### src/source/hl_consts.svh
/* Control domain constants */

`ifndef HL_CONSTS_SVH
`define HL_CONSTS_SVH

////////////////////
// Bus widths

`define HL_CMD_ADDR_W      6
`define HL_CMD_DATA_W      32
`define HL_RESP_W          40
`define HL_PGA_W           6
`define HL_SPI_W           16

////////////////////
// Command addresses

`define HL_ADDR_TXCTRL     6'h09
`define HL_ADDR_RXGAIN     6'h0A
`define HL_ADDR_CODEC_SPI  6'h3B

// Bit positions inside the transmit control word
`define HL_TXCTRL_PA_BIT   0
`define HL_TXCTRL_CW_BIT   1

////////////////////
// Timing in clk_ctrl cycles

// Half period of the codec serial clock
`define HL_SPI_DIV         4
// Key to transmit enable
`define HL_TR_DELAY        20
// Antenna switch hold after release
`define HL_TR_HANG         30

// Board identity reported in every response
`define HL_SERIALNO        61

`endif

### src/source/hl_cmd_pkg.sv
/* Host command bus types */

`default_nettype none

`include "hl_consts.svh"

package hl_cmd_pkg;

  ////////////////////
  // Command bus

  // Register address carried with each request
  typedef logic [`HL_CMD_ADDR_W-1:0] cmd_addr_t;

  // Payload, only the low bits matter for most registers
  typedef logic [`HL_CMD_DATA_W-1:0] cmd_data_t;

  ////////////////////
  // Response side

  // Word returned to the host on request
  typedef logic [`HL_RESP_W-1:0] resp_t;

  // Codec PGA gain code, also echoed in the response
  typedef logic [`HL_PGA_W-1:0] pga_gain_t;

endpackage

`default_nettype wire

### src/source/hl_ctrl_pkg.sv
/* Sequencer and codec port types */

`default_nettype none

`include "hl_consts.svh"

package hl_ctrl_pkg;

  ////////////////////
  // T/R sequencer

  // RX idle, TX_WAIT with switch thrown, TX keyed, HANG holding switch
  typedef enum logic [1:0] {
    RX,
    TX_WAIT,
    TX,
    HANG
  } tr_state_t;

  ////////////////////
  // Codec serial port

  typedef enum logic [1:0] {
    IDLE,
    SHIFT,
    DONE
  } spi_state_t;

  // One codec configuration write
  typedef logic [`HL_SPI_W-1:0] spi_word_t;

endpackage

`default_nettype wire

### src/source/hl_ad9866_spi.sv
/* Codec serial port writer */

`default_nettype none

`include "hl_consts.svh"

module hl_ad9866_spi
  import hl_ctrl_pkg::*;
(
  input  wire             clk_ctrl,
  input  wire             rst_i,

  input  wire spi_word_t  spi_word_i,
  input  wire             spi_start_i,
  output logic            spi_busy_o,

  // Three-wire port to the AD9866
  output logic            rffe_ad9866_sclk_o,
  output logic            rffe_ad9866_sdio_o,
  output logic            rffe_ad9866_sen_n_o
);

  localparam int DIV_W = (`HL_SPI_DIV > 1) ? $clog2(`HL_SPI_DIV) : 1;
  localparam int BIT_W = $clog2(`HL_SPI_W);

  localparam logic [DIV_W-1:0] DIV_LAST = DIV_W'(`HL_SPI_DIV - 1);
  localparam logic [BIT_W-1:0] BIT_LAST = BIT_W'(`HL_SPI_W - 1);

  spi_state_t        state_q;
  logic [DIV_W-1:0]  div_q;
  logic [BIT_W-1:0]  bit_q;
  logic              sclk_q;
  spi_word_t         shift_q;

  ////////////////////
  // Frame control

  always_ff @(posedge clk_ctrl) begin
    if (rst_i) begin
      state_q <= IDLE;
      div_q   <= '0;
      bit_q   <= '0;
      sclk_q  <= 1'b0;
    end else begin
      case (state_q)
        IDLE: begin
          if (spi_start_i) begin
            state_q <= SHIFT;
            div_q   <= '0;
            bit_q   <= '0;
            sclk_q  <= 1'b0;
          end
        end
        SHIFT: begin
          if (div_q == DIV_LAST) begin
            div_q  <= '0;
            sclk_q <= ~sclk_q;
            // Falling edge, advance to the next bit or close the frame
            if (sclk_q) begin
              if (bit_q == BIT_LAST) begin
                state_q <= DONE;
              end else begin
                bit_q <= bit_q + 1'b1;
              end
            end
          end else begin
            div_q <= div_q + 1'b1;
          end
        end
        DONE: begin
          state_q <= IDLE;
        end
        default: begin
          state_q <= IDLE;
        end
      endcase
    end
  end

  // Data shifts out MSB first, moving on each falling sclk
  always_ff @(posedge clk_ctrl) begin
    if (state_q == IDLE && spi_start_i) begin
      shift_q <= spi_word_i;
    end else if (state_q == SHIFT && div_q == DIV_LAST && sclk_q) begin
      shift_q <= {shift_q[`HL_SPI_W-2:0], 1'b0};
    end
  end

  ////////////////////
  // Port pins

  assign rffe_ad9866_sclk_o  = sclk_q;
  assign rffe_ad9866_sen_n_o = (state_q != SHIFT);
  // Held low outside a frame
  assign rffe_ad9866_sdio_o  = (state_q == SHIFT) & shift_q[`HL_SPI_W-1];
  assign spi_busy_o          = (state_q != IDLE);

endmodule

`default_nettype wire

### src/source/hl_cmd_regs.sv
/* Command decode and config registers */

`default_nettype none

`include "hl_consts.svh"

module hl_cmd_regs
  import hl_cmd_pkg::*, hl_ctrl_pkg::*;
(
  input  wire              clk_ctrl,
  input  wire              rst_i,

  // Host command bus
  input  wire cmd_addr_t   cmd_addr_i,
  input  wire cmd_data_t   cmd_data_i,
  input  wire              cmd_rqst_i,
  input  wire              cmd_ptt_i,

  // Codec serial writer
  input  wire              spi_busy_i,
  output spi_word_t        spi_word_o,
  output logic             spi_start_o,

  // Steering outputs
  output pga_gain_t        pga_gain_o,
  output logic             ptt_o,
  output logic             pa_enable_o,
  output logic             cw_enable_o
);

  logic spi_block;
  logic spi_wr;

  // Writer is also unavailable in the cycle the start pulse is out,
  // since its busy flag only rises one cycle later
  assign spi_block = spi_busy_i | spi_start_o;

  // Serial write accepted; a write while blocked is simply lost
  assign spi_wr = cmd_rqst_i & (cmd_addr_i == `HL_ADDR_CODEC_SPI) & ~spi_block;

  ////////////////////
  // Control registers

  always_ff @(posedge clk_ctrl) begin
    if (rst_i) begin
      pga_gain_o  <= '0;
      ptt_o       <= 1'b0;
      pa_enable_o <= 1'b0;
      cw_enable_o <= 1'b0;
      spi_start_o <= 1'b0;
    end else begin
      spi_start_o <= spi_wr;
      if (cmd_rqst_i) begin
        // PTT rides along with every command
        ptt_o <= cmd_ptt_i;
        case (cmd_addr_i)
          `HL_ADDR_RXGAIN: begin
            pga_gain_o <= cmd_data_i[`HL_PGA_W-1:0];
          end
          `HL_ADDR_TXCTRL: begin
            pa_enable_o <= cmd_data_i[`HL_TXCTRL_PA_BIT];
            cw_enable_o <= cmd_data_i[`HL_TXCTRL_CW_BIT];
          end
          default: begin
          end
        endcase
      end
    end
  end

  ////////////////////
  // Serial payload

  // Loaded together with the start pulse, held until the next write
  always_ff @(posedge clk_ctrl) begin
    if (spi_wr) begin
      spi_word_o <= cmd_data_i[`HL_SPI_W-1:0];
    end
  end

endmodule

`default_nettype wire

### src/source/hl_ctrl_top.sv
/* Control domain top level */

`default_nettype none

module hl_ctrl_top
  import hl_cmd_pkg::*, hl_ctrl_pkg::*;
(
  input  wire             clk_ctrl,
  input  wire             rst_i,

  // Host command stream
  input  wire cmd_addr_t  cmd_addr_i,
  input  wire cmd_data_t  cmd_data_i,
  input  wire             cmd_rqst_i,
  input  wire             cmd_ptt_i,
  input  wire             cmd_requires_resp_i,

  input  wire             rxclip_i,
  input  wire             rxgoodlvl_i,
  input  wire             io_phone_tip_i,

  // Response to the host
  output resp_t           resp_o,
  output logic            resp_rqst_o,
  output logic            rxclrstatus_o,

  // T/R switching
  output logic            tx_on_o,
  output logic            rffe_rfsw_sel_o,
  output logic            pa_tr_o,

  // AD9866 control
  output pga_gain_t       rffe_ad9866_pga_o,
  output logic            rffe_ad9866_sclk_o,
  output logic            rffe_ad9866_sdio_o,
  output logic            rffe_ad9866_sen_n_o
);

  logic       ptt;
  logic       pa_enable;
  logic       cw_enable;
  spi_word_t  spi_word;
  logic       spi_start;
  logic       spi_busy;

  ////////////////////
  // Command registers

  hl_cmd_regs u_cmd_regs (
    .clk_ctrl    (clk_ctrl),
    .rst_i       (rst_i),
    .cmd_addr_i  (cmd_addr_i),
    .cmd_data_i  (cmd_data_i),
    .cmd_rqst_i  (cmd_rqst_i),
    .cmd_ptt_i   (cmd_ptt_i),
    .spi_busy_i  (spi_busy),
    .spi_word_o  (spi_word),
    .spi_start_o (spi_start),
    .pga_gain_o  (rffe_ad9866_pga_o),
    .ptt_o       (ptt),
    .pa_enable_o (pa_enable),
    .cw_enable_o (cw_enable)
  );

  ////////////////////
  // Switching and codec port

  hl_tr_seq u_tr_seq (
    .clk_ctrl        (clk_ctrl),
    .rst_i           (rst_i),
    .ptt_i           (ptt),
    .cw_enable_i     (cw_enable),
    .pa_enable_i     (pa_enable),
    .io_phone_tip_i  (io_phone_tip_i),
    .tx_on_o         (tx_on_o),
    .rffe_rfsw_sel_o (rffe_rfsw_sel_o),
    .pa_tr_o         (pa_tr_o)
  );

  hl_ad9866_spi u_ad9866_spi (
    .clk_ctrl            (clk_ctrl),
    .rst_i               (rst_i),
    .spi_word_i          (spi_word),
    .spi_start_i         (spi_start),
    .spi_busy_o          (spi_busy),
    .rffe_ad9866_sclk_o  (rffe_ad9866_sclk_o),
    .rffe_ad9866_sdio_o  (rffe_ad9866_sdio_o),
    .rffe_ad9866_sen_n_o (rffe_ad9866_sen_n_o)
  );

  ////////////////////
  // Response path

  hl_resp_gen u_resp_gen (
    .clk_ctrl            (clk_ctrl),
    .rst_i               (rst_i),
    .cmd_addr_i          (cmd_addr_i),
    .cmd_rqst_i          (cmd_rqst_i),
    .cmd_requires_resp_i (cmd_requires_resp_i),
    .ptt_i               (ptt),
    .tx_on_i             (tx_on_o),
    .pga_gain_i          (rffe_ad9866_pga_o),
    .rxclip_i            (rxclip_i),
    .rxgoodlvl_i         (rxgoodlvl_i),
    .resp_o              (resp_o),
    .resp_rqst_o         (resp_rqst_o),
    .rxclrstatus_o       (rxclrstatus_o)
  );

endmodule

`default_nettype wire

### src/source/hl_resp_gen.sv
/* Status and response builder */

`default_nettype none

`include "hl_consts.svh"

module hl_resp_gen
  import hl_cmd_pkg::*;
(
  input  wire             clk_ctrl,
  input  wire             rst_i,

  input  wire cmd_addr_t  cmd_addr_i,
  input  wire             cmd_rqst_i,
  input  wire             cmd_requires_resp_i,

  // Live state from the register block and sequencer
  input  wire             ptt_i,
  input  wire             tx_on_i,
  input  wire pga_gain_t  pga_gain_i,

  // Receive level flags from the codec side
  input  wire             rxclip_i,
  input  wire             rxgoodlvl_i,

  output resp_t           resp_o,
  output logic            resp_rqst_o,
  output logic            rxclrstatus_o
);

  logic       rqst_q;
  cmd_addr_t  addr_q;
  logic       clip_q;
  logic       good_q;
  logic       clip_now;
  logic       good_now;

  // Include a flag arriving in the sampling cycle so it is not lost
  assign clip_now = clip_q | rxclip_i;
  assign good_now = good_q | rxgoodlvl_i;

  // Address echo, taken with every request
  always_ff @(posedge clk_ctrl) begin
    if (cmd_rqst_i) begin
      addr_q <= cmd_addr_i;
    end
  end

  ////////////////////
  // Response and sticky status

  always_ff @(posedge clk_ctrl) begin
    if (rst_i) begin
      rqst_q      <= 1'b0;
      resp_rqst_o <= 1'b0;
      clip_q      <= 1'b0;
      good_q      <= 1'b0;
      resp_o      <= '0;
    end else begin
      // One stage of delay lets the registers settle first
      rqst_q      <= cmd_rqst_i & cmd_requires_resp_i;
      resp_rqst_o <= rqst_q;
      if (rqst_q) begin
        // addr, tx_on, ptt, serial, gain byte, 14 spare, clip, good
        resp_o <= {addr_q, tx_on_i, ptt_i, 8'(`HL_SERIALNO),
                   2'b00, pga_gain_i, 14'd0, clip_now, good_now};
        clip_q <= 1'b0;
        good_q <= 1'b0;
      end else begin
        clip_q <= clip_now;
        good_q <= good_now;
      end
    end
  end

  // Status clear goes out with the response
  assign rxclrstatus_o = resp_rqst_o;

endmodule

`default_nettype wire

### src/source/hl_tr_seq.sv
/* Transmit/receive sequencer */

`default_nettype none

`include "hl_consts.svh"

module hl_tr_seq
  import hl_ctrl_pkg::*;
(
  input  wire   clk_ctrl,
  input  wire   rst_i,

  input  wire   ptt_i,
  input  wire   cw_enable_i,
  input  wire   pa_enable_i,
  // CW key, low when pressed
  input  wire   io_phone_tip_i,

  output logic  tx_on_o,
  output logic  rffe_rfsw_sel_o,
  output logic  pa_tr_o
);

  localparam int CNT_W = $clog2(`HL_TR_DELAY + `HL_TR_HANG);

  // TX_WAIT runs from the cycle after the key up to one before tx_on
  localparam logic [CNT_W-1:0] DELAY_LOAD = CNT_W'(`HL_TR_DELAY - 2);
  // HANG spans the full hold time after tx_on drops
  localparam logic [CNT_W-1:0] HANG_LOAD  = CNT_W'(`HL_TR_HANG - 1);

  tr_state_t         state_q;
  logic [CNT_W-1:0]  cnt_q;
  logic              key;
  logic              sw_on;

  // PTT from the host or the paddle when CW keying is allowed
  assign key = ptt_i | (cw_enable_i & ~io_phone_tip_i);

  ////////////////////
  // State machine

  always_ff @(posedge clk_ctrl) begin
    if (rst_i) begin
      state_q <= RX;
      cnt_q   <= '0;
    end else begin
      case (state_q)
        RX: begin
          if (key) begin
            state_q <= TX_WAIT;
            cnt_q   <= DELAY_LOAD;
          end
        end
        TX_WAIT: begin
          // Released before transmit started, still hold the switch
          if (!key) begin
            state_q <= HANG;
            cnt_q   <= HANG_LOAD;
          end else if (cnt_q == '0) begin
            state_q <= TX;
          end else begin
            cnt_q <= cnt_q - 1'b1;
          end
        end
        TX: begin
          if (!key) begin
            state_q <= HANG;
            cnt_q   <= HANG_LOAD;
          end
        end
        HANG: begin
          // Re-key restarts the full delay
          if (key) begin
            state_q <= TX_WAIT;
            cnt_q   <= DELAY_LOAD;
          end else if (cnt_q == '0) begin
            state_q <= RX;
          end else begin
            cnt_q <= cnt_q - 1'b1;
          end
        end
        default: begin
          state_q <= RX;
        end
      endcase
    end
  end

  ////////////////////
  // Outputs

  assign sw_on           = (state_q != RX);
  assign rffe_rfsw_sel_o = sw_on;
  assign pa_tr_o         = sw_on & pa_enable_i;
  assign tx_on_o         = (state_q == TX);

endmodule

`default_nettype wire

### config.mk
export PLATFORM = sky130hd
export DESIGN_NAME = hl_ctrl_top
export DESIGN_NICKNAME = d
export VERILOG_FILES = /design/src/source/hl_cmd_pkg.sv /design/src/source/hl_ctrl_pkg.sv /design/src/source/hl_ad9866_spi.sv /design/src/source/hl_cmd_regs.sv /design/src/source/hl_ctrl_top.sv /design/src/source/hl_resp_gen.sv /design/src/source/hl_tr_seq.sv
export VERILOG_INCLUDE_DIRS = /design/src /design/src/source
export SDC_FILE = /design/constraint.sdc
export NUM_CORES = 1
export LEC_CHECK = 0
export BUFFER_PORTS_ARGS = -buffer_cell sky130_fd_sc_hd__buf_4
export CORE_MARGIN = 2
export CORE_UTILIZATION = 56
export DETAILED_ROUTE_END_ITERATION = 10
export GPL_TIMING_DRIVEN = 0
export MAX_ROUTING_LAYER = met4
export PLACE_DENSITY = 0.83
export SYNTH_ARGS = -nofsm -noshare
export SYNTH_HDL_FRONTEND = slang
export SYNTH_SLANG_ARGS = --single-unit
### constraint.sdc
create_clock -name clk_ctrl -period 4.4 [get_ports clk_ctrl]
set_input_delay 0.88 -clock clk_ctrl [delete_from_list [all_inputs] [get_ports clk_ctrl]]
set_output_delay 0.88 -clock clk_ctrl [all_outputs]
set_load 0.05 [all_outputs]
* Word level (Yosys, flattened, before mapping) *
Index checks and enable logic that the tools add are counted.

word-level totals
  word-level logic and storage cells = 104
  bits in registers = 90
  output and inout port bits = 54
  bits of input ports = 46

cells by class
  bitwise gates (word level) = 13
  $add $sub $neg = 3
  mux-type cells = 31
  eq/ne operators = 19
  reduce and logical (&&, ||, !) cells = 19

operators by type and width
  kind                                                                    number
  16-bit 2-to-1 mux                                                       2
  6-bit 2-to-1 mux                                                        5
  2-bit 2-to-1 mux                                                        12
  6-bit case mux with 4 select lines                                      1
  4-bit 2-to-1 mux                                                        4
  6-bit by 4-bit equality test with 1-bit output (second input constant)  2
  2-bit by 1-bit != test with 1-bit output (second input constant)        4
  2-bit != test (second input constant)                                   4
  2-bit case mux with 2 select lines                                      2
  2-bit case mux with 4 select lines                                      1
  4-bit case mux with 2 select lines                                      1
  2-bit AND reduction                                                     4
  4-bit AND reduction                                                     2
  2-bit nonzero test                                                      4
  1-bit bitwise AND                                                       6
  2-bit equality test (second input constant)                             3
  6-bit equality test (second input constant)                             1
  6-bit zero test                                                         1
  6-bit by 1-bit subtractor with 6-bit output (second input constant)     1
  5-bit AND reduction                                                     1
  4-bit by 1-bit adder with 4-bit output (second input constant)          1
  2-bit by 1-bit equality test with 1-bit output (second input constant)  2
  4-bit equality test (second input constant)                             1
  2-bit zero test                                                         2
  10 further kinds                                                        18

* Logic depth before layout (Yosys ltp) *
  depth after elaboration = 5
  mapped depth = 8
  depth with buffers taken out = 7

* Cells and area by module *
From an unflattened synthesis, not the netlist that was laid out.

second synthesis, totals
  cell total of the unflattened synthesis = 367
  area total of the unflattened synthesis = 3843.7 sq um

by module, submodules not included
  module         area each (sq um)  instances  cells an instance  sequential area each (sq um)
  hl_ad9866_spi  1151.1             1          119                660.6
  hl_resp_gen    1069.8             1          97                 600.6
  hl_cmd_regs    942.2              1          61                 680.7
  hl_tr_seq      680.7              1          90                 160.2

* Least setup slack after synthesis *
Ideal clock, no wire load.

  kind = input-to-reg
  start point = in cmd_addr_i[2]
  end point = reg u_cmd_regs.spi_word_o[0] (enable)
  buffers on the path = 0
  data arrival time = 2651 ps
  required time = 3968 ps
  path slack = 1317 ps
  library setup time = 432 ps
  stages = 2
  path through = nand4b_1 -> nor4_1

on the way
  word-level cells in the longest chain between the ends = 3

RTL lines
  item                                  RTL line           RTL
  start, declared                       hl_ctrl_top.sv:12  input wire cmd_addr_t cmd_addr_i,
  6-bit equality test (no source line)  n/a
  1-bit bitwise AND (2 in a row)        hl_cmd_regs.sv:39  assign spi_wr = cmd_rqst_i & (cmd_addr_i == `HL_ADDR_CODEC_SPI) & ~spi_block;
  via u_cmd_regs.spi_wr                 hl_cmd_regs.sv:32  logic spi_wr;
  end signal, assigned                  hl_cmd_regs.sv:77  spi_word_o <= cmd_data_i[`HL_SPI_W-1:0];
  end, declared                         hl_cmd_regs.sv:21  output spi_word_t spi_word_o,

The timed path passes the listed nets, and every way through them passes these cells.
A chain may end at the register's enable or synchronous reset.

* Worst setup path in the final report *
  start point = reg u_tr_seq.state_q[0]
  end point = out pa_tr_o

on the way
  word-level cells in the longest chain between the ends = 2

RTL lines
  item                    RTL line           RTL
  start, declared         hl_tr_seq.sv:31    tr_state_t state_q;
  start signal, assigned  hl_tr_seq.sv:44    state_q <= RX;
  start signal, assigned  hl_tr_seq.sv:50    state_q <= TX_WAIT;
  start signal, assigned  hl_tr_seq.sv:57    state_q <= HANG;
  2-bit nonzero test      hl_tr_seq.sv:92    assign sw_on = (state_q != RX);
  1-bit bitwise AND       hl_tr_seq.sv:94    assign pa_tr_o = sw_on & pa_enable_i;
  end, declared           hl_ctrl_top.sv:30  output logic pa_tr_o,

Every way passes these cells.

==> flow_metrics.tcl <==
set metrics [dict create \
    power_leakage_nw 1.940 \
    drt-initial-drc-count 184 \
    cp.required_ns 3.52 \
    critPathKind "reg -> out" \
    timing.final.crit_share_pct 53.83 \
    drt-total-wl_um 7735 \
    track_usage_pct 22.68 \
    muxShareOfSynthArea_pct 7.037 \
    regArea_um2 2102 \
    hold_viol 0 \
    max_freq_ghz 0.4222 \
    stdcell_count 528 \
    ys.flop_type "dfxtp_1" \
    cellPowerDensity_nw_per_um2 452.8 \
    ctsRootBufferMaster "clkbuf_8" \
    drv_cap 0 \
    die_y_um 85.27 \
    tightestPinTransition_ns 0.9996 \
    startpoint_type "register" \
    hold_path.class "reg -> reg" \
    grt_max_degree 17 \
    worst_hold_path.num_cells 2 \
    cts-htree-levels 3 \
    finalSetupViolations 0 \
    core_area_um2 6386 \
    dpl_worst_slack_ns 1.814 \
    overflow 0 \
    netlist_area_um2 3699 \
    synthSimpleGateAreaFrac_pct 18.13 \
    reg2reg_to "u_ad9866_spi.shift_q[8]" \
    ant_nets 0 \
    synth-compound-area-share_pct 6.529 \
    gp_congestion 0.9174 \
    worstHoldEndpoint "u_ad9866_spi.div_q[1]" \
    path_clk_slew_ns 0.08 \
    avgSynthCellArea_um2 10.51 \
    hold_start "u_ad9866_spi.div_q[1]" \
    final_common_cell "buf_4" \
    dp_hpwl_um 5564 \
    setup_tns_ns 0 \
    synth_edf_count 38 \
    post_cts_buffers 0 \
    vdd_drop_max_uv 425.1 \
    fin_crit_ns 2.369 \
    dieWidth_um 85.27 \
    clkSinkCount 86 \
    wl_per_cell_um 14.65 \
    post_dp_cell_area_um2 4357 \
    crit_path_end_kind "output pin" \
    start_util_pct 57.92 \
    reg2reg_depth 4 \
    ys_types 47 \
    status "finished clean" \
    layout_setup_ws_ns 2.032 \
    rows 29 \
    fillers 467 \
    syn_to_final_growth_pct 23.41 \
    die-area_um2 7271 \
    arrival_ns 1.49 \
    synth_warnings 0 \
    num-nets-final 499 \
    diodes 0 \
    drive_above_1_share_pct 25.28 \
    max-slew-margin-rel_pct 32.81 \
    synthAdderAreaFrac_pct 2.368 \
    async_flop_share_pct 0 \
    antenna_found_initial 0 \
    cts_resized 0 \
    grt_setup_unrepaired "false" \
    final_cell_mix "buf_4, nand2_1, dfxtp_1" \
    pin_count 100 \
    tritoncts "built" \
    cts_hold_buf 0 \
    finalInstanceArea_um2 4564 \
    grt_pass1_vias 2644 \
    post-route-drc-count 0 \
    cts.path.max_buffers 2 \
    first_pass_iters 4 \
    vias 2759 \
    r2r_setup_slack_ns 2.32 \
    fin_worst_skew_ns 0.007084 \
    reg2reg_from "u_ad9866_spi.state_q[0]" \
    cts-buffers-inserted 9 \
    dp.cells 512 \
    clk_latency_ns 0.34 \
    grt_pass1_wl_um 12480 \
    synth_xor_xnor_area_share_pct 1.184 \
    hold-worst-slack_ns 0.4818 \
    multi_input_area_um2 1381 \
    slew_viol_final 0 \
    ys_ff_latch 86 \
    yosysSeqAreaShare_pct 56.83 \
    io_buffers 64 \
    cp_max_fo 10 \
    synth_top_family_by_area "simple AND/OR/NAND/NOR gates" \
    viasPerCell 5.225 \
    synth_cells 352 \
]
==> routing by layer <==
layer | part of all wire (%) | GRT usage, % | vias to the layer above | wire, um
li1 | - | - | 1354 | -
met1 | 43 | 28.84 | 1277 | 3363
met2 | 48 | 35.65 | 116 | 3703
met3 | 7.0 | 3.696 | 12 | 545
met4 | 1.6 | 10.53 | 0 | 121
met5 | 0 | - | - | 0
==> flip-flops by register name, indices dropped and copies added, names as in the netlist <==
name                             flops
u_ad9866_spi.rffe_ad9866_sclk_o      1
u_resp_gen.rqst_q                    1
u_ad9866_spi.state_q                 2
u_resp_gen.clip_q                    1
u_cmd_regs.spi_start_o               1
u_tr_seq.state_q                     2
u_resp_gen.good_q                    1
u_tr_seq.cnt_q                       6
u_ad9866_spi.shift_q                16
u_cmd_regs.ptt_o                     1
u_resp_gen.resp_o                   17
u_cmd_regs.pga_gain_o                6
u_ad9866_spi.div_q                   2
u_cmd_regs.pa_enable_o               1
u_cmd_regs.cw_enable_o               1
u_cmd_regs.spi_word_o               16
u_resp_gen.addr_q                    6
u_ad9866_spi.bit_q                   4
u_resp_gen.resp_rqst_o               1
==> how the worst max path moves through the flow <==
stage                              startpoint                        to  slack [ns]
after floorplan                 cmd_addr_i[2]  u_cmd_regs.spi_word_o[0]        1.32
after global placement          cmd_addr_i[2]  u_cmd_regs.spi_word_o[8]        0.35
after detailed placement        cmd_addr_i[2]  u_cmd_regs.spi_word_o[8]        1.81
after CTS                 u_tr_seq.state_q[0]                   pa_tr_o        2.00
after global routing      u_tr_seq.state_q[0]                   pa_tr_o        1.91
final                     u_tr_seq.state_q[0]                   pa_tr_o        2.03
==> area by class of cell <==
| class | instances | share of cell area [%] |
|---|---|---|
| Clock inverter | 4 | 1.590 |
| Timing Repair Buffer | 65 | 10.69 |
| Tap cell | 77 | 2.111 |
| Buffer | 37 | 5.674 |
| Clock buffer | 12 | 2.961 |
| Sequential cell | 86 | 46.05 |
| Multi-Input combinational cell | 239 | 30.26 |
| Inverter | 8 | 0.6579 |
==> where the power goes <==
group / switching, mW / internal (mW)
Sequential: 0.0363 / 0.869
Combinational: 0.335 / 0.241
Clock: 0.266 / 0.320
==> worst max-delay path, cell delays in order (launching register included) <==
cell	delay [ns]
dfxtp_1	0.39
inv_1	0.08
ha_1	0.22
buf_6	0.14
nor2b_1	0.11
buf_4	0.20
==> logic make-up after synthesis <==
kind of cell	Yosys count
other	1
flip-flops	86
multiplexers	26
XOR/XNOR	5
adder cells (fa/ha/maj)	7
AO/OA/AOI/OAI	37
AND/OR/NAND/NOR	145
buffers and inverters	45
==> per-stage QoR <==
step / utilization [%] / power (mW)
5_1_grt: 71.47 / 2.167
2_1_floorplan: - / 1.361
3_3_place_gp: 68.01 / 1.470
6_report: 71.47 / 2.067
3_5_place_dp: 68.22 / 1.487
4_1_cts: 71.47 / 2.070
==> cell usage after synthesis (2+ instances only) <==
cell,instances,area (um^2)
a311oi_1,3,26.28
a22oi_1,3,22.52
nor4_1,2,12.51
dfxtp_1,48,960.9
xnor2_1,5,43.79
o21ai_0,6,30.03
buf_1,2,7.510
inv_1,8,30.03
or2_2,3,18.77
edfxtp_1,38,1141
nor3_1,12,60.06
a21o_1,2,15.01
buf_4,24,180.2
nand3_1,8,40.04
nor2b_1,3,18.77
clkbuf_1,7,26.28
o21bai_1,2,15.01
a21oi_1,9,45.04
a211oi_1,2,15.01
mux2i_1,26,260.3
nor3b_1,2,15.01
nand2_1,57,214.0
a31oi_1,2,12.51
o22ai_1,2,12.51
buf_6,4,45.04
nand4b_1,2,17.52
nor2_1,43,161.4
ha_1,7,87.58
and2_1,2,12.51
No activity file was read; power rests on OpenSTA's default activity.
